### config.mk
export PLATFORM = sky130hd
export DESIGN_NAME = johnson_decode_top
export DESIGN_NICKNAME = d
export VERILOG_FILES = /design/src/johnson_pkg.sv /design/src/lead_trail_if.sv /design/src/find_first_set.sv /design/src/find_last_set.sv /design/src/leading_one_trailing_one.sv /design/src/johnson_counter.sv /design/src/grayj2bin.sv /design/src/johnson_decode_top.sv
export VERILOG_INCLUDE_DIRS = /design/src
export SDC_FILE = /design/constraint.sdc
export NUM_CORES = 1
export LEC_CHECK = 0
export BUFFER_PORTS_ARGS = -buffer_cell sky130_fd_sc_hd__buf_2
export CORE_MARGIN = 5
export CORE_UTILIZATION = 53
export CTS_CLUSTER_SIZE = 20
export DETAILED_ROUTE_END_ITERATION = 10
export PLACE_DENSITY = 0.76
export REMOVE_ABC_BUFFERS = 1
export SETUP_SLACK_MARGIN = 0.1
export SKIP_LAST_GASP = 1
export SLEW_MARGIN = 15
export SYNTH_ARGS = -nofsm -noshare
export SYNTH_HDL_FRONTEND = slang
export SYNTH_HIERARCHICAL = 1
export SYNTH_SLANG_ARGS = --single-unit
export TNS_END_PERCENT = 20
### constraint.sdc
create_clock -name clk -period 10.2 [get_ports clk]
set_input_delay 0.51 -clock clk [delete_from_list [all_inputs] [get_ports clk]]
set_output_delay 0.51 -clock clk [all_outputs]
set_load 0.01 [all_outputs]
### src/johnson_cfg.svh
`ifndef JOHNSON_CFG_SVH
`define JOHNSON_CFG_SVH

// --------------------
// Counter geometry
// --------------------

// Bits in the Johnson code word
// The ring has twice this many states
`define JOHNSON_WIDTH 8

// --------------------
// Testbench run limits
// --------------------

// Upper bound on stimulus table rows
`define TB_TABLE_ROWS 24
// Longest row is a full ring walk plus a few settle cycles
`define TB_ROW_MAX_STEPS (2 * `JOHNSON_WIDTH + 4)
// Cycles spent in reset at start of run
`define TB_RESET_CYCLES 5
// Hard stop for the whole run with some margin on top
`define TB_MAX_CYCLES (`TB_TABLE_ROWS * `TB_ROW_MAX_STEPS + `TB_RESET_CYCLES + 50)

`endif

### src/johnson_pkg.sv
`include "johnson_cfg.svh"

package johnson_pkg;

        // --------------------
        // Shared types
        // --------------------

        // One Johnson code word
        typedef logic [`JOHNSON_WIDTH-1:0] code_t;

        // Bit position inside a code word
        typedef logic [$clog2(`JOHNSON_WIDTH)-1:0] index_t;

        // Decoded count from 0 to 2*W-1
        typedef logic [$clog2(2 * `JOHNSON_WIDTH)-1:0] bin_t;

endpackage : johnson_pkg

### src/lead_trail_if.sv
`timescale 1ns/1ns

interface lead_trail_if;

        // Index of highest and lowest set bit
        johnson_pkg::index_t leadingone;
        johnson_pkg::index_t trailingone;

        // Same positions as one-hot words
        // Both stay zero when data is zero
        johnson_pkg::code_t  leadingone_vector;
        johnson_pkg::code_t  trailingone_vector;

        // Whole-word flags
        logic                all_zeroes;
        logic                all_ones;
        // At least one bit set
        logic                valid;

        // Producer side
        modport detector (
                output leadingone, trailingone,
                output leadingone_vector, trailingone_vector,
                output all_zeroes, all_ones, valid
        );

        // Consumer side
        modport user (
                input leadingone, trailingone,
                input leadingone_vector, trailingone_vector,
                input all_zeroes, all_ones, valid
        );

endinterface : lead_trail_if

### src/find_first_set.sv
`timescale 1ns/1ns

module find_first_set #(
        parameter int WIDTH = 8
) (
        input  logic [WIDTH-1:0]         data,
        output logic [$clog2(WIDTH)-1:0] index
);

        localparam int N = $clog2(WIDTH);

        // --------------------
        // Priority scan from bit 0 upward
        // --------------------
        always_comb begin
                logic found;

                // No bit set gives index 0
                index = '0;
                found = 1'b0;
                for (int i = 0; i < WIDTH; i++) begin
                        // First hit wins and later bits are ignored
                        if (data[i] && !found) begin
                                index = N'(i);
                                found = 1'b1;
                        end
                end
        end

endmodule : find_first_set

### src/find_last_set.sv
`timescale 1ns/1ns

module find_last_set #(
        parameter int WIDTH = 8
) (
        input  logic [WIDTH-1:0]         data,
        output logic [$clog2(WIDTH)-1:0] index
);

        localparam int N = $clog2(WIDTH);

        // --------------------
        // Priority scan from the top bit downward
        // --------------------
        always_comb begin
                logic found;

                // Empty word reports position 0
                index = '0;
                found = 1'b0;
                for (int i = WIDTH - 1; i >= 0; i--) begin
                        // Keep the highest set bit only
                        if (data[i] && !found) begin
                                index = N'(i);
                                found = 1'b1;
                        end
                end
        end

endmodule : find_last_set

### src/leading_one_trailing_one.sv
`timescale 1ns/1ns

module leading_one_trailing_one (
        input  johnson_pkg::code_t data,
        lead_trail_if.detector     res
);

        localparam int W = $bits(johnson_pkg::code_t);

        // --------------------
        // Index finders
        // --------------------

        // Highest set bit
        find_last_set #(
                .WIDTH (W)
        ) u_find_last_set (
                .data  (data),
                .index (res.leadingone)
        );

        // Lowest set bit
        find_first_set #(
                .WIDTH (W)
        ) u_find_first_set (
                .data  (data),
                .index (res.trailingone)
        );

        // --------------------
        // One-hot vectors
        // --------------------
        always_comb begin
                res.leadingone_vector  = '0;
                res.trailingone_vector = '0;
                // Finders report 0 on empty input so that case is masked out
                if (|data) begin
                        res.leadingone_vector[res.leadingone]   = 1'b1;
                        res.trailingone_vector[res.trailingone] = 1'b1;
                end
        end

        // Word flags
        assign res.all_ones   = &data;
        assign res.all_zeroes = ~(|data);
        assign res.valid      = |data;

        // Lead vector sits on the top set bit and trail vector on the bottom one
        always_comb begin
                if (res.valid) begin
                        a_vectors_on_ends : assert final (
                                |(data & res.leadingone_vector) &&
                                |(data & res.trailingone_vector) &&
                                ((data & (res.trailingone_vector - 1'b1)) == '0) &&
                                ({1'b0, data} < ({1'b0, res.leadingone_vector} << 1)))
                        else $error("detector vectors miss the end bits of data %h", data);
                end
        end

endmodule : leading_one_trailing_one

### src/johnson_counter.sv
`timescale 1ns/1ns

module johnson_counter (
        input  logic               clk,
        input  logic               rst_n,
        input  logic               step,
        input  logic               load,
        input  johnson_pkg::code_t load_code,
        output johnson_pkg::code_t code
);

        localparam int W = $bits(johnson_pkg::code_t);

        // --------------------
        // State register
        // --------------------
        always_ff @(posedge clk) begin
                if (!rst_n) begin
                        // All zeroes is state 0 of the ring
                        code <= '0;
                end else if (load) begin
                        // Load beats step and accepts any pattern
                        code <= load_code;
                end else if (step) begin
                        // Shift left with the inverted top bit wrapping into bit 0
                        code <= {code[W-2:0], ~code[W-1]};
                end
        end

        // Undoing one step alone must give back the previous code
        property p_step_shift;
                @(posedge clk) disable iff (!rst_n)
                (step && !load) |=> ($past(code) == {~code[0], code[W-1:1]});
        endproperty

        a_step_shift : assert property (p_step_shift)
        else $error("step did not shift code, got %h", code);

endmodule : johnson_counter

### src/grayj2bin.sv
`timescale 1ns/1ns

module grayj2bin (
        input  logic               clk,
        input  logic               rst_n,
        input  johnson_pkg::code_t code,
        lead_trail_if.user         res,
        output johnson_pkg::bin_t  binary,
        output logic               code_error
);

        localparam int W = $bits(johnson_pkg::code_t);

        johnson_pkg::bin_t  bin_next;
        johnson_pkg::code_t run_mask;
        logic               legal;

        // --------------------
        // Decode
        // --------------------
        always_comb begin
                if (res.all_zeroes) begin
                        bin_next = '0;
                end else if (!code[W-1]) begin
                        // Filling phase where ones grow from bit 0
                        bin_next = johnson_pkg::bin_t'(res.leadingone) + johnson_pkg::bin_t'(1);
                end else if (res.all_ones) begin
                        bin_next = johnson_pkg::bin_t'(W);
                end else begin
                        // Draining phase where zeroes grow from bit 0
                        bin_next = johnson_pkg::bin_t'(W) +
                                   johnson_pkg::bin_t'(res.trailingone);
                end
        end

        // --------------------
        // Legality
        // --------------------

        // Contiguous ones from trailing to leading bit
        // A top-bit lead shifts out and the wrapping subtract still gives the run
        assign run_mask = (res.leadingone_vector << 1) - res.trailingone_vector;

        // Either empty or a single run anchored at one end of the word
        assign legal = res.all_zeroes ||
                       ((code == run_mask) && (code[0] || code[W-1]));

        // Outputs land one cycle after the code
        always_ff @(posedge clk) begin
                if (!rst_n) begin
                        binary     <= '0;
                        code_error <= 1'b0;
                end else begin
                        binary     <= bin_next;
                        code_error <= ~legal;
                end
        end

        // Detector results must describe the same code this decoder sees
        a_detect_matches_code : assert property (
                @(posedge clk) disable iff (!rst_n)
                (res.valid == (code != '0)) &&
                (!res.valid || (code[res.leadingone] && code[res.trailingone])))
        else $error("detector results do not match code %h", code);

endmodule : grayj2bin

### src/johnson_decode_top.sv
`timescale 1ns/1ns

module johnson_decode_top (
        input  logic               clk,
        input  logic               rst_n,
        input  logic               step,
        input  logic               load,
        input  johnson_pkg::code_t load_code,
        output johnson_pkg::code_t code,
        output johnson_pkg::bin_t  binary,
        output logic               code_error
);

        // Detector results shared with the decoder
        lead_trail_if lt_if ();

        // --------------------
        // Counter
        // --------------------
        johnson_counter u_counter (
                .clk       (clk),
                .rst_n     (rst_n),
                .step      (step),
                .load      (load),
                .load_code (load_code),
                .code      (code)
        );

        // Leading and trailing one on the live code
        leading_one_trailing_one u_detect (
                .data (code),
                .res  (lt_if.detector)
        );

        // --------------------
        // Decoder with one register stage
        // --------------------
        grayj2bin u_decode (
                .clk        (clk),
                .rst_n      (rst_n),
                .code       (code),
                .res        (lt_if.user),
                .binary     (binary),
                .code_error (code_error)
        );

endmodule : johnson_decode_top

After elaboration in Yosys (flattened, before gate mapping)
Cells that the tools add are included.
W data, S select, Z words.
{"block": "word_totals", "register_bits": 13, "inputBits": 12}
{"block": "classes", "addsub": 3, "order_cmp": 4, "eq_ne": 1, "n_mux": 39, "n_bitwise": 3, "n_reduce_logical": 37}
{"op": "$mux W3", "count": 14}
{"op": "$mux W8", "count": 3}
{"op": "$logic_and A1 B1 Y1", "count": 17}
{"op": "$mux W1", "count": 17}
{"op": "$logic_not A1 Y1", "count": 14}
{"op": "$eq A8 B8 Y1", "count": 1}
{"op": "$lt A3 B4 Y1 const B", "count": 2}
{"op": "$mux W4", "count": 2}
{"op": "$reduce_and A8 Y1", "count": 1}
{"op": "$reduce_or A8 Y1", "count": 1}
{"op": "$sub A8 B8 Y8", "count": 1}
{"op": "$mux W7", "count": 1}
{"op": "$demux W1 S3", "count": 2}
{"op": "$ge A3 B1 Y1 const B", "count": 2}
{"op": "$add A3 B1 Y4 const B", "count": 1}
{"op": "$add A4 B3 Y4 const A", "count": 1}
{"op": "$not A1 Y1", "count": 3}
{"op": "$logic_or A1 B1 Y1", "count": 2}
{"op": "$reduce_and A2 Y1", "count": 1}
{"op": "$reduce_bool A2 Y1", "count": 1}

Longest topological paths before layout
Gate-level depths: netlist of run 1.
{"block": "depth", "ltp_word": 32, "depth_mapped": 13}

Modules after synthesis
Netlist of run 1, hierarchy kept.
{"mod": "grayj2bin", "instances": 1, "cells_per_inst": 78, "area_per_inst_um2": 621.8}
{"mod": "johnson_counter", "instances": 1, "cells_per_inst": 36, "area_per_inst_um2": 437.9}
{"mod": "leading_one_trailing_one", "instances": 1, "cells_per_inst": 33, "area_per_inst_um2": 239.0}
{"mod": "find_first_set", "instances": 1, "cells_per_inst": 13, "area_per_inst_um2": 81.3}
{"mod": "find_last_set", "instances": 1, "cells_per_inst": 10, "area_per_inst_um2": 50.0}

Worst setup path after synthesis of run 1
Ideal clock, no wire load.
{"block": "synth_timing", "path_kind": "register -> register", "startpoint": "reg u_counter.code[1]", "endpoint": "reg u_decode.code_error", "setup_time_ns": 0.124, "t_arrival_ns": 3.142, "required_time_ns": 10.076, "slack_ns": 6.934, "path_stages_with_launch": 12, "path_buffers": 0, "cell_sequence": "dfxtp_1 > a21oi_1 > o31ai_1 > inv_1 > a2111oi_0 > ha_1 > and2_4 > a221o_1 > a211o_1 > a21oi_1 > a211o_1 > o22ai_2"}
{"block": "synth_between", "elab_cells_between_ends": 51, "cone_classes": "add/sub: 1; order compare: 4; eq/ne: 1; mux: 22; bitwise: 2; reduce/logical: 21"}
{"item": "start, declared", "line_no": "johnson_counter.sv:9", "rtl": "output johnson_pkg::code_t code"}
{"item": "start signal, assigned", "line_no": "johnson_counter.sv:23", "rtl": "code <= load_code;"}
{"item": "start signal, assigned", "line_no": "johnson_counter.sv:26", "rtl": "code <= {code[W-2:0], ~code[W-1]};"}
{"item": "$logic_and A1 B1 Y1 (*)", "line_no": "find_last_set.sv:23", "rtl": "if (data[i] && !found) begin"}
{"item": "$mux W1", "line_no": "find_last_set.sv:23"}
{"item": "$logic_not A1 Y1", "line_no": "find_last_set.sv:23"}
{"item": "$logic_and A1 B1 Y1", "line_no": "find_last_set.sv:23"}
{"item": "$mux W3 (*)", "line_no": "find_last_set.sv:23"}
{"item": "net lt_if.leadingone[0]", "line_no": "lead_trail_if.sv:6", "rtl": "johnson_pkg::index_t leadingone;"}
{"item": "$lt A3 B4 Y1 (not written as such) / $ge A3 B1 Y1 (equally long branches)", "line_no": "leading_one_trailing_one.sv:38", "rtl": "res.leadingone_vector[res.leadingone] = 1'b1;"}
{"item": "$logic_and A1 B1 Y1 (not written as such)", "line_no": "leading_one_trailing_one.sv:38"}
{"item": "$mux W1 (not written as such)", "line_no": "leading_one_trailing_one.sv:38"}
{"item": "$demux W1 S3 (*)"}
{"item": "$mux W7 (*)", "line_no": "leading_one_trailing_one.sv:37", "rtl": "if (|data) begin"}
{"item": "net lt_if.leadingone_vector[3]", "line_no": "lead_trail_if.sv:11", "rtl": "johnson_pkg::code_t leadingone_vector;"}
{"item": "$sub A8 B8 Y8 (*)", "line_no": "grayj2bin.sv:42", "rtl": "assign run_mask = (res.leadingone_vector << 1) - res.trailingone_vector;"}
{"item": "$eq A8 B8 Y1 (*)", "line_no": "grayj2bin.sv:46", "rtl": "((code == run_mask) && (code[0] || code[W-1]));"}
{"item": "$logic_and A1 B1 Y1 (*)", "line_no": "grayj2bin.sv:46"}
{"item": "$logic_or A1 B1 Y1 (*)", "line_no": "grayj2bin.sv:45", "rtl": "assign legal = res.all_zeroes ||"}
{"item": "$not A1 Y1 (*)", "line_no": "grayj2bin.sv:55", "rtl": "code_error <= ~legal;"}
{"item": "end signal, assigned", "line_no": "grayj2bin.sv:55"}
{"item": "end, declared", "line_no": "grayj2bin.sv:9", "rtl": "output logic code_error"}
The timed path passes the listed nets; every way through them passes the cells marked *.
A chain may end at the register's enable or synchronous reset.

Worst setup path after layout of run 1
{"block": "layout_timing", "startpoint": "reg u_counter.code[3]", "endpoint": "reg u_decode.code_error"}
{"block": "layout_between", "elab_cells_between_ends": 51, "cone_classes": "add/sub: 1; order compare: 4; eq/ne: 1; mux: 22; bitwise: 2; reduce/logical: 21"}
{"item": "$logic_and A1 B1 Y1 (*)", "line_no": "find_last_set.sv:23"}
{"item": "$mux W1", "line_no": "find_last_set.sv:23"}
{"item": "$logic_not A1 Y1", "line_no": "find_last_set.sv:23"}
{"item": "$logic_and A1 B1 Y1", "line_no": "find_last_set.sv:23"}
{"item": "$mux W1", "line_no": "find_last_set.sv:23"}
{"item": "$logic_not A1 Y1", "line_no": "find_last_set.sv:23"}
{"item": "$logic_and A1 B1 Y1", "line_no": "find_last_set.sv:23"}
{"item": "$mux W1", "line_no": "find_last_set.sv:23"}
{"item": "(+3 left out)"}
{"item": "net lt_if.leadingone[0]", "line_no": "lead_trail_if.sv:6"}
{"item": "(+3 left out)"}
{"item": "$demux W1 S3 (*)"}
{"item": "$mux W7 (*)", "line_no": "leading_one_trailing_one.sv:37"}
{"item": "net lt_if.leadingone_vector[3]", "line_no": "lead_trail_if.sv:11"}
{"item": "$sub A8 B8 Y8 (*)", "line_no": "grayj2bin.sv:42"}
{"item": "$eq A8 B8 Y1 (*)", "line_no": "grayj2bin.sv:46"}
{"item": "$logic_and A1 B1 Y1 (*)", "line_no": "grayj2bin.sv:46"}
{"item": "$logic_or A1 B1 Y1 (*)", "line_no": "grayj2bin.sv:45"}
{"item": "$not A1 Y1 (*)", "line_no": "grayj2bin.sv:55"}
Marks and branches as above.

==> results_dict.tcl, run 1 <==
set metrics [dict create \
    fin_setup_tns_ns 0 \
    ios 25 \
    htree_levels 1 \
    reg2regPathDepth 11 \
    antenna_found_initial 0 \
    vias_per_cell 6.01 \
    setup_viol 0 \
    p_sw_share_pct 41.9 \
    min-delay-path-class "input port to flip-flop" \
    vias 1329 \
    routed-wl-met3_um 161 \
    cts_tree "done" \
    status "complete, no violations" \
    hold_buffers 0 \
    relSlewSlack_pct 25.6 \
    p_clk_share_pct 14.6 \
    end_kind "flip-flop" \
    grt.overflow.total 0 \
    m1WireLength_um 1540 \
    routed-wl-met2_um 1600 \
    cts-root-buf "clkbuf_4" \
    grt_pass1_wl_um 5490 \
    fp.dieW_um 61.7 \
    nets 212 \
    start_util_pct 56.3 \
    critPathLaunch "u_counter/code[3]$_SDFFE_PN0P_" \
    grt_max_degree 17 \
    power_leakage_nw 0.710 \
    core_region_area_um2 2520 \
    clkSinkCount 13 \
    worstSkewPairLatency_ns 0.28 \
    power_w 0.000218 \
    synth_warnings 6 \
    drtPass1Iterations 4 \
    vdd.ir_drop.worst_uv 104 \
    numCtsBuffers 3 \
    path_max_fanout 11 \
    sequentialPowerShare_pct 29.8 \
    die_y_um 61.7 \
    r2r_slack_ns 6.36 \
    netSwitchingPower_w 0.0000911 \
    wl_per_cell_um 14.9 \
    io_buffers 24 \
    grt_pass1_vias 1244 \
    syn2layout_area_growth_pct 9.96 \
    r2r-start "u_counter/code[3]$_SDFFE_PN0P_" \
    cap_violations 0 \
    grt_usage_pct 18.6 \
    drtAntennaViolNets 0 \
    timing.fmax_mhz 261 \
    arrival_ns 3.99 \
    r2r-end "u_decode/code_error$_SDFF_PN0_" \
    cp-start-kind "flip-flop" \
    gp_congestion 0.911 \
    timing_hold_violations_final 0 \
    dp_hpwl_um 2520 \
    tightest_slew_ns 1.11 \
    routed_wirelength_um 3300 \
    combPwrFrac_pct 55.6 \
    cts_resized 0 \
    cts.path.max_buffers 2 \
    drcViolationCount 0 \
    period_share_pct 37.6 \
    setup.worst_path.end "u_decode/code_error$_SDFF_PN0_" \
    layout_min_cycle_time_ns 3.84 \
    core.rowCount 18 \
    syn_area_per_cell_um2 8.45 \
    diodes 0 \
    rsz0062_at_grt "no" \
    min_path_cells 3 \
    slew_viol_final 0 \
    crit_type "flip-flop to flip-flop" \
    netlist_area_um2 1420 \
    p_per_area_nw_per_um2 139 \
    skew_ns 0.00721 \
    p_int_w 0.000127 \
    synthCells 168 \
    cts.clk_slew.worst_paths_ns 0.08 \
    top_layer_used "met3" \
    drt_iter0_drc 64 \
    whs_ns 0.536 \
    dieArea_um2 3810 \
    crit_required_ns 10.36 \
    drive_gt1_share_pct 23.6 \
    post-cts-setup-buffers 0 \
]
## worst min path at each step
stage,to,from
global placement,u_decode/binary[0]$_SDFF_PP0_,u_counter/code[7]$_SDFFE_PN0P_
CTS,u_counter/code[3]$_SDFFE_PN0P_,load_code[3]
floorplan,u_counter/code[0]$_SDFFE_PN0P_,rst_n
global route,u_counter/code[3]$_SDFFE_PN0P_,load_code[3]
detailed placement,u_decode/binary[0]$_SDFF_PP0_,u_counter/code[7]$_SDFFE_PN0P_
finish,u_counter/code[3]$_SDFFE_PN0P_,load_code[3]
## worst max-delay path, stage by stage (launching register included)
cell and delay [ns]:
dfxtp_1 0.62, a21oi_1 0.08, o31ai_1 0.78, inv_1 0.16
a2111oi_0 0.53, ha_1 0.38, and2_4 0.19, a221o_1 0.35
a21oi_2 0.15, o22ai_1 0.10, and4bb_1 0.29, o22ai_2 0.07
## cell type report
class | count | area (um^2)
Inverter | 18 | 67.6
Fill cell | 241 | 962
Timing Repair Buffer | 24 | 120
Multi-Input combinational cell | 132 | 1050
Tap cell | 30 | 37.5
Clock buffer | 4 | 26.3
Sequential cell | 13 | 260
## state kept, by name, indices dropped and copies added (netlist names)
name                 count
u_counter/code           8
u_decode/binary          4
u_decode/code_error      1
## power by group through the flow
stage	sequential, W	combinational [W]	clock, W
3_3_place_gp	0.0000657	0.000116	0
3_5_place_dp	0.0000660	0.000120	0
6_report	0.0000649	0.000121	0.0000317
5_1_grt	0.0000660	0.000133	0.0000363
2_1_floorplan	0.0000668	0.0000907	0
4_1_cts	0.0000649	0.000120	0.0000336
## metal layers
layer | vias up | global-route usage, %
met2 | 30 | 32.4
li1 | 673 | -
met4 | 0 | 0.909
met1 | 626 | 25.0
met3 | 0 | 3.72
met5 | - | 0
## metrics by stage
stage / worst slack (ns) / utilization (%) / cell area (um^2) / instances
2_1_floorplan: 6.94 / - / 1380 / 163
3_3_place_gp: 6.55 / 60.8 / 1530 / 217
3_5_place_dp: 6.41 / 60.8 / 1530 / 217
4_1_cts: 6.39 / 61.9 / 1560 / 221
5_1_grt: 6.06 / 61.9 / 1560 / 221
6_report: 6.36 / 61.9 / 1560 / 221
## cell usage in the layout (no fill, tap or decap), types with 6 or more instances in the layout
cell type,count
xnor2_1,6
inv_1,18
ha_1,7
a2111oi_0,12
o211a_1,7
or2b_1,8
nor2_1,17
xor2_1,7
dfxtp_1,13
mux2_4,7
buf_2,24
a21oi_1,9
Note: power is estimated with default switching activity, not from simulation.
==> run 2: changes to the inputs <==
==> constraint.sdc (replaced) <==
create_clock -name clk -period 3.75 [get_ports clk]
set_input_delay 0.1875 -clock clk [delete_from_list [all_inputs] [get_ports clk]]
set_output_delay 0.1875 -clock clk [all_outputs]
set_load 0.01 [all_outputs]
==> results_dict.tcl, run 2 (same netlist as run 1, synthesis figures left out) <==
set metrics [dict create \
    gp_congestion 0.842 \
    grt.overflow.total 0 \
    layout_commonest_cell "buf_2" \
    arrival_ns 3.64 \
    cts_resized 2 \
    fp.dieW_um 61.7 \
    crit_required_ns 3.91 \
    grt_pass1_vias 1379 \
    status "complete, no violations" \
    layout_min_cycle_time_ns 3.48 \
    vdd.ir_drop.worst_uv 348 \
    crit_type "flip-flop to flip-flop" \
    antenna_found_initial 0 \
    core_region_area_um2 2520 \
    post-cts-setup-buffers 0 \
    cts_tree "done" \
    relSlewSlack_pct 40.1 \
    p_int_w 0.000363 \
    cp_slowest_cell "a2111oi_0" \
    power_leakage_nw 0.766 \
    slew_viol_final 0 \
    htree_levels 1 \
    p_clk_share_pct 13.7 \
    end_kind "flip-flop" \
    p_sw_share_pct 42.0 \
    ios 25 \
    dp_hpwl_um 2940 \
    numCtsBuffers 3 \
    grt_pass1_wl_um 6240 \
    dpl_worst_slack_ns -0.103 \
    die_y_um 61.7 \
    grt_usage_pct 21.7 \
    skew_ns 0.00585 \
    tightest_slew_ns 0.875 \
    cts.clk_slew.worst_paths_ns 0.08 \
    setup_viol 0 \
    hold_buffers 0 \
    cp-start-kind "flip-flop" \
    period_share_pct 92.7 \
    critPathTopFamily "compound AO/OA/AOI/OAI gates" \
    place_area_um2 1610 \
    nets 222 \
    drive_gt1_share_pct 28.9 \
    power_w 0.000626 \
    combPwrFrac_pct 58.8 \
    largest_reg_flops 8 \
    path_max_fanout 11 \
    setup_ws_ns 0.273 \
    timing_hold_violations_final 0 \
    final_util_pct 65.5 \
    p_per_area_nw_per_um2 379 \
    drcViolationCount 0 \
    timing.fmax_mhz 288 \
    mostFrequentLayoutCells "24 x buf_2, 18 x inv_1, 16 x nor2_1" \
    vias_per_cell 6.18 \
    core.rowCount 18 \
    grt_max_degree 17 \
    syn2layout_area_growth_pct 16.4 \
    worstSkewPairLatency_ns 0.27 \
    wl_per_cell_um 16.4 \
    clkSinkCount 13 \
    routed_wirelength_um 3800 \
    slowest_delay_ns 0.51 \
    drtAntennaViolNets 0 \
    cts.path.max_buffers 2 \
    start_util_pct 56.3 \
    drtPass1Iterations 4 \
    min-delay-path-class "input port to flip-flop" \
    post-route-cell-area_um2 1650 \
    sequentialPowerShare_pct 27.5 \
    cts-root-buf "clkbuf_4" \
    diodes 0 \
    io_buffers 24 \
    cp_cell_sequence "nor4_2 -> a32oi_1 -> buf_4 -> a2111oi_0 -> inv_1 -> fa_1 -> a211oi_2 -> o21bai_1 -> a21oi_1 -> xnor2_1 -> nor4b_2 -> o22ai_2" \
    vias 1428 \
    netSwitchingPower_w 0.000263 \
    top_regs "u_counter/code (8), u_decode/binary (4), u_decode/code_error (1)" \
    regMostFlops "u_counter/code" \
    fin_setup_tns_ns 0 \
    drt_iter0_drc 78 \
    critPathBufInv 2 \
    dieArea_um2 3810 \
    cap_violations 0 \
]
==> run 2: changes by cell type in the layout (fill, tap and decap cells not counted), sizes merged <==
cell,delta
buf,+10
==> run 2: final timing paths <==
path	slack [ns]	cells past startpoint	to	start
worst max-delay path	0.27	12	u_decode/code_error$_SDFF_PN0_	u_counter/code[1]$_SDFFE_PN0P_
worst min-delay path	0.23	3	u_counter/code[1]$_SDFFE_PN0P_	load_code[1]
worst max register to register	0.27	12	u_decode/code_error$_SDFF_PN0_	u_counter/code[1]$_SDFFE_PN0P_
worst min register to register	0.75	4	u_decode/binary[2]$_SDFF_PP0_	u_counter/code[7]$_SDFFE_PN0P_
==> run 2: worst reg2reg max path, stage by stage, from the launching register on <==
cell       delay, ns
dfxtp_2         0.39
nor4_2          0.38
a32oi_1         0.19
buf_4           0.19
a2111oi_0       0.51
inv_1           0.14
fa_1            0.48
a211oi_2        0.28
o21bai_1        0.11
a21oi_1         0.18
xnor2_1         0.11
nor4b_2         0.30
o22ai_2         0.10
==> run 2: cell type report <==
type	count	area [um^2]
well taps	30	37.5
inverters	18	67.6
repair buffers	34	195
multi-input cells	132	1060
clock buffers	4	26.3
flip-flops and latches	13	262
fillers	234	871
==> run 2: power groups by stage <==
| stage | logic [W] | clock network (W) | registers, W |
|---|---|---|---|
| 6_report | 0.000368 | 0.0000860 | 0.000172 |
| 3_5_place_dp | 0.000355 | 0 | 0.000175 |
| 5_1_grt | 0.000403 | 0.0000979 | 0.000176 |
| 2_1_floorplan | 0.000247 | 0 | 0.000182 |
| 3_3_place_gp | 0.000342 | 0 | 0.000174 |
| 4_1_cts | 0.000358 | 0.0000897 | 0.000172 |
==> run 2: per-stage QoR <==
step,cells,hold slack [ns]
after floorplan,163,0.319
after global placement,227,0.498
after detailed placement,227,0.509
after CTS,231,0.218
after global routing,231,0.219
final,231,0.226
==> run 2: metal layers <==
layer / global-route usage, % / up-vias / wire length (um)
li1: - / 688 / -
met1: 28.1 / 669 / 1600
met2: 36.0 / 65 / 1860
met3: 5.58 / 6 / 274
met4: 5.15 / 0 / 60
met5: 0 / - / 0
==> run 3: changes to the inputs <==
--- a/config.mk
+++ b/config.mk
@@ -9,6 +9,7 @@
 export BUFFER_PORTS_ARGS = -buffer_cell sky130_fd_sc_hd__buf_2
 export CORE_MARGIN = 5
 export CORE_UTILIZATION = 53
+export CTS_BUF_LIST = sky130_fd_sc_hd__clkbuf_4 sky130_fd_sc_hd__clkbuf_8
 export CTS_CLUSTER_SIZE = 20
 export DETAILED_ROUTE_END_ITERATION = 10
 export PLACE_DENSITY = 0.76
==> results_dict.tcl, run 3 (same netlist as run 1, synthesis figures left out) <==
set metrics [dict create \
    status "complete, no violations" \
    largest_reg_flops 8 \
    min-delay-path-class "input port to flip-flop" \
    slew_viol_final 0 \
    drtAntennaViolNets 0 \
    sequentialPowerShare_pct 27.2 \
    vias_per_cell 6.13 \
    cp_slowest_cell "a2111oi_0" \
    final_util_pct 65.6 \
    start_util_pct 56.3 \
    grt_pass1_vias 1375 \
    fillers 236 \
    core_region_area_um2 2520 \
    regMostFlops "u_counter/code" \
    grt_usage_pct 21.6 \
    combPwrFrac_pct 58.2 \
    final_cells 231 \
    vdd.ir_drop.worst_uv 334 \
    dieArea_um2 3810 \
    skew_ns 0.00386 \
    p_per_area_nw_per_um2 382 \
    cts.clk_slew.worst_paths_ns 0.08 \
    ios 25 \
    slowest_delay_ns 0.51 \
    cts.path.max_buffers 2 \
    power_leakage_nw 0.769 \
    arrival_ns 3.64 \
    core.rowCount 18 \
    fp.dieW_um 61.7 \
    p_sw_share_pct 41.4 \
    worstSkewPairLatency_ns 0.27 \
    grt_max_degree 17 \
    cts_tree "done" \
    post-cts-setup-buffers 0 \
    tightest_slew_ns 0.879 \
    cp-start-kind "flip-flop" \
    fin_setup_tns_ns 0 \
    drtPass1Iterations 4 \
    wl_per_cell_um 16.3 \
    min_path_cells 3 \
    grt_pass1_wl_um 6220 \
    crit_type "flip-flop to flip-flop" \
    cts-root-buf "clkbuf_4" \
    top_regs "u_counter/code (8), u_decode/binary (4), u_decode/code_error (1)" \
    setup.worst_path.end "u_decode/code_error$_SDFF_PN0_" \
    dp_hpwl_um 2940 \
    drive_gt1_share_pct 29.4 \
    htree_levels 1 \
    cap_violations 0 \
    setup_viol 0 \
    grt.overflow.total 0 \
    layout_min_cycle_time_ns 3.48 \
    layout_commonest_cell "buf_2" \
    p_clk_share_pct 14.6 \
    r2r-end "u_decode/code_error$_SDFF_PN0_" \
    end_kind "flip-flop" \
    netSwitchingPower_w 0.000262 \
    gp_congestion 0.842 \
    syn2layout_area_growth_pct 16.7 \
    nets 222 \
    period_share_pct 92.8 \
    drcViolationCount 0 \
    io_buffers 24 \
    numPlacedInstances 227 \
    post-route-cell-area_um2 1660 \
    crit_required_ns 3.91 \
    diodes 0 \
    hold_buffers 0 \
    mostFrequentLayoutCells "24 x buf_2, 18 x inv_1, 16 x nor2_1" \
    p_int_w 0.000370 \
    clkSinkCount 13 \
    timing_hold_violations_final 0 \
    vias 1416 \
    critPathLaunch "u_counter/code[1]$_SDFFE_PN0P_" \
    numCtsBuffers 3 \
    timing.fmax_mhz 288 \
    reg2regPathDepth 12 \
    routed_wirelength_um 3780 \
    drt_iter0_drc 76 \
    r2r-start "u_counter/code[1]$_SDFFE_PN0P_" \
    relSlewSlack_pct 39.9 \
    r2r_slack_ns 0.27 \
    cp_cell_sequence "nor4_2 -> a32oi_1 -> buf_4 -> a2111oi_0 -> inv_1 -> fa_1 -> a211oi_2 -> o21bai_1 -> a21oi_1 -> xnor2_1 -> nor4b_2 -> o22ai_2" \
    die_y_um 61.7 \
    antenna_found_initial 0 \
    place_area_um2 1610 \
    path_max_fanout 11 \
]
## run 3: cell types whose count changed in the layout (fill, tap and decap cells not counted)
cell | before | now
clkbuf_1 | 1 | 0
clkbuf_4 | 3 | 4
## run 3: stage by stage
step                      total power (W)  setup WS [ns]  hold WS [ns]
after floorplan                  0.000428          0.490         0.319
after global placement           0.000517        -0.0293         0.498
after detailed placement         0.000529         -0.103         0.509
after CTS                        0.000626          0.232         0.219
after global routing             0.000684       -0.00246         0.220
final                            0.000632          0.272         0.225
## run 3: worst max-delay path: cells and delay by family, from the launching register on
kind,cells,cell delay [ns]
compound gates,6,1.38
flops,1,0.39
fa+ha+maj,1,0.48
simple gates,2,0.68
xor+xnor,1,0.11
buf+inv,2,0.33
## run 3: worst min-delay path by stage
stage	slack [ns]	start	endpoint
after floorplan	0.32	rst_n	u_counter/code[0]$_SDFFE_PN0P_
after global placement	0.50	load_code[6]	u_counter/code[6]$_SDFFE_PN0P_
after detailed placement	0.51	load_code[2]	u_counter/code[2]$_SDFFE_PN0P_
after CTS	0.22	load_code[2]	u_counter/code[2]$_SDFFE_PN0P_
after global routing	0.22	load_code[5]	u_counter/code[5]$_SDFFE_PN0P_
final	0.22	load_code[2]	u_counter/code[2]$_SDFFE_PN0P_
## run 3: power by group through the flow
stage | clock [W] | sequential, W | combinational (W)
5_1_grt | 0.000105 | 0.000176 | 0.000403
3_5_place_dp | 0 | 0.000175 | 0.000355
4_1_cts | 0.0000965 | 0.000172 | 0.000358
2_1_floorplan | 0 | 0.000182 | 0.000247
6_report | 0.0000924 | 0.000172 | 0.000368
3_3_place_gp | 0 | 0.000174 | 0.000342
## run 3: cell type report
cell class / count / area (um^2) / share of cell area (%)
Inverter: 18 / 67.6 / 4.08
Multi-Input combinational cell: 132 / 1060 / 64.2
Tap cell: 30 / 37.5 / 2.27
Clock buffer: 4 / 30.0 / 1.81
Sequential cell: 13 / 262 / 15.8
Timing Repair Buffer: 34 / 195 / 11.8
## run 3: timing repair
item                       4_1_cts  5_1_grt
gates cloned                     0        0
setup endpoints to repair        1        1
resized for setup                2        4
## run 3: layer usage
metal	GRT usage (%)	wire (um)	vias to the layer above
met5	0	0	-
met4	5.15	60	0
met3	5.58	234	6
met2	36.0	1840	59
met1	28.0	1640	661
li1	-	-	690
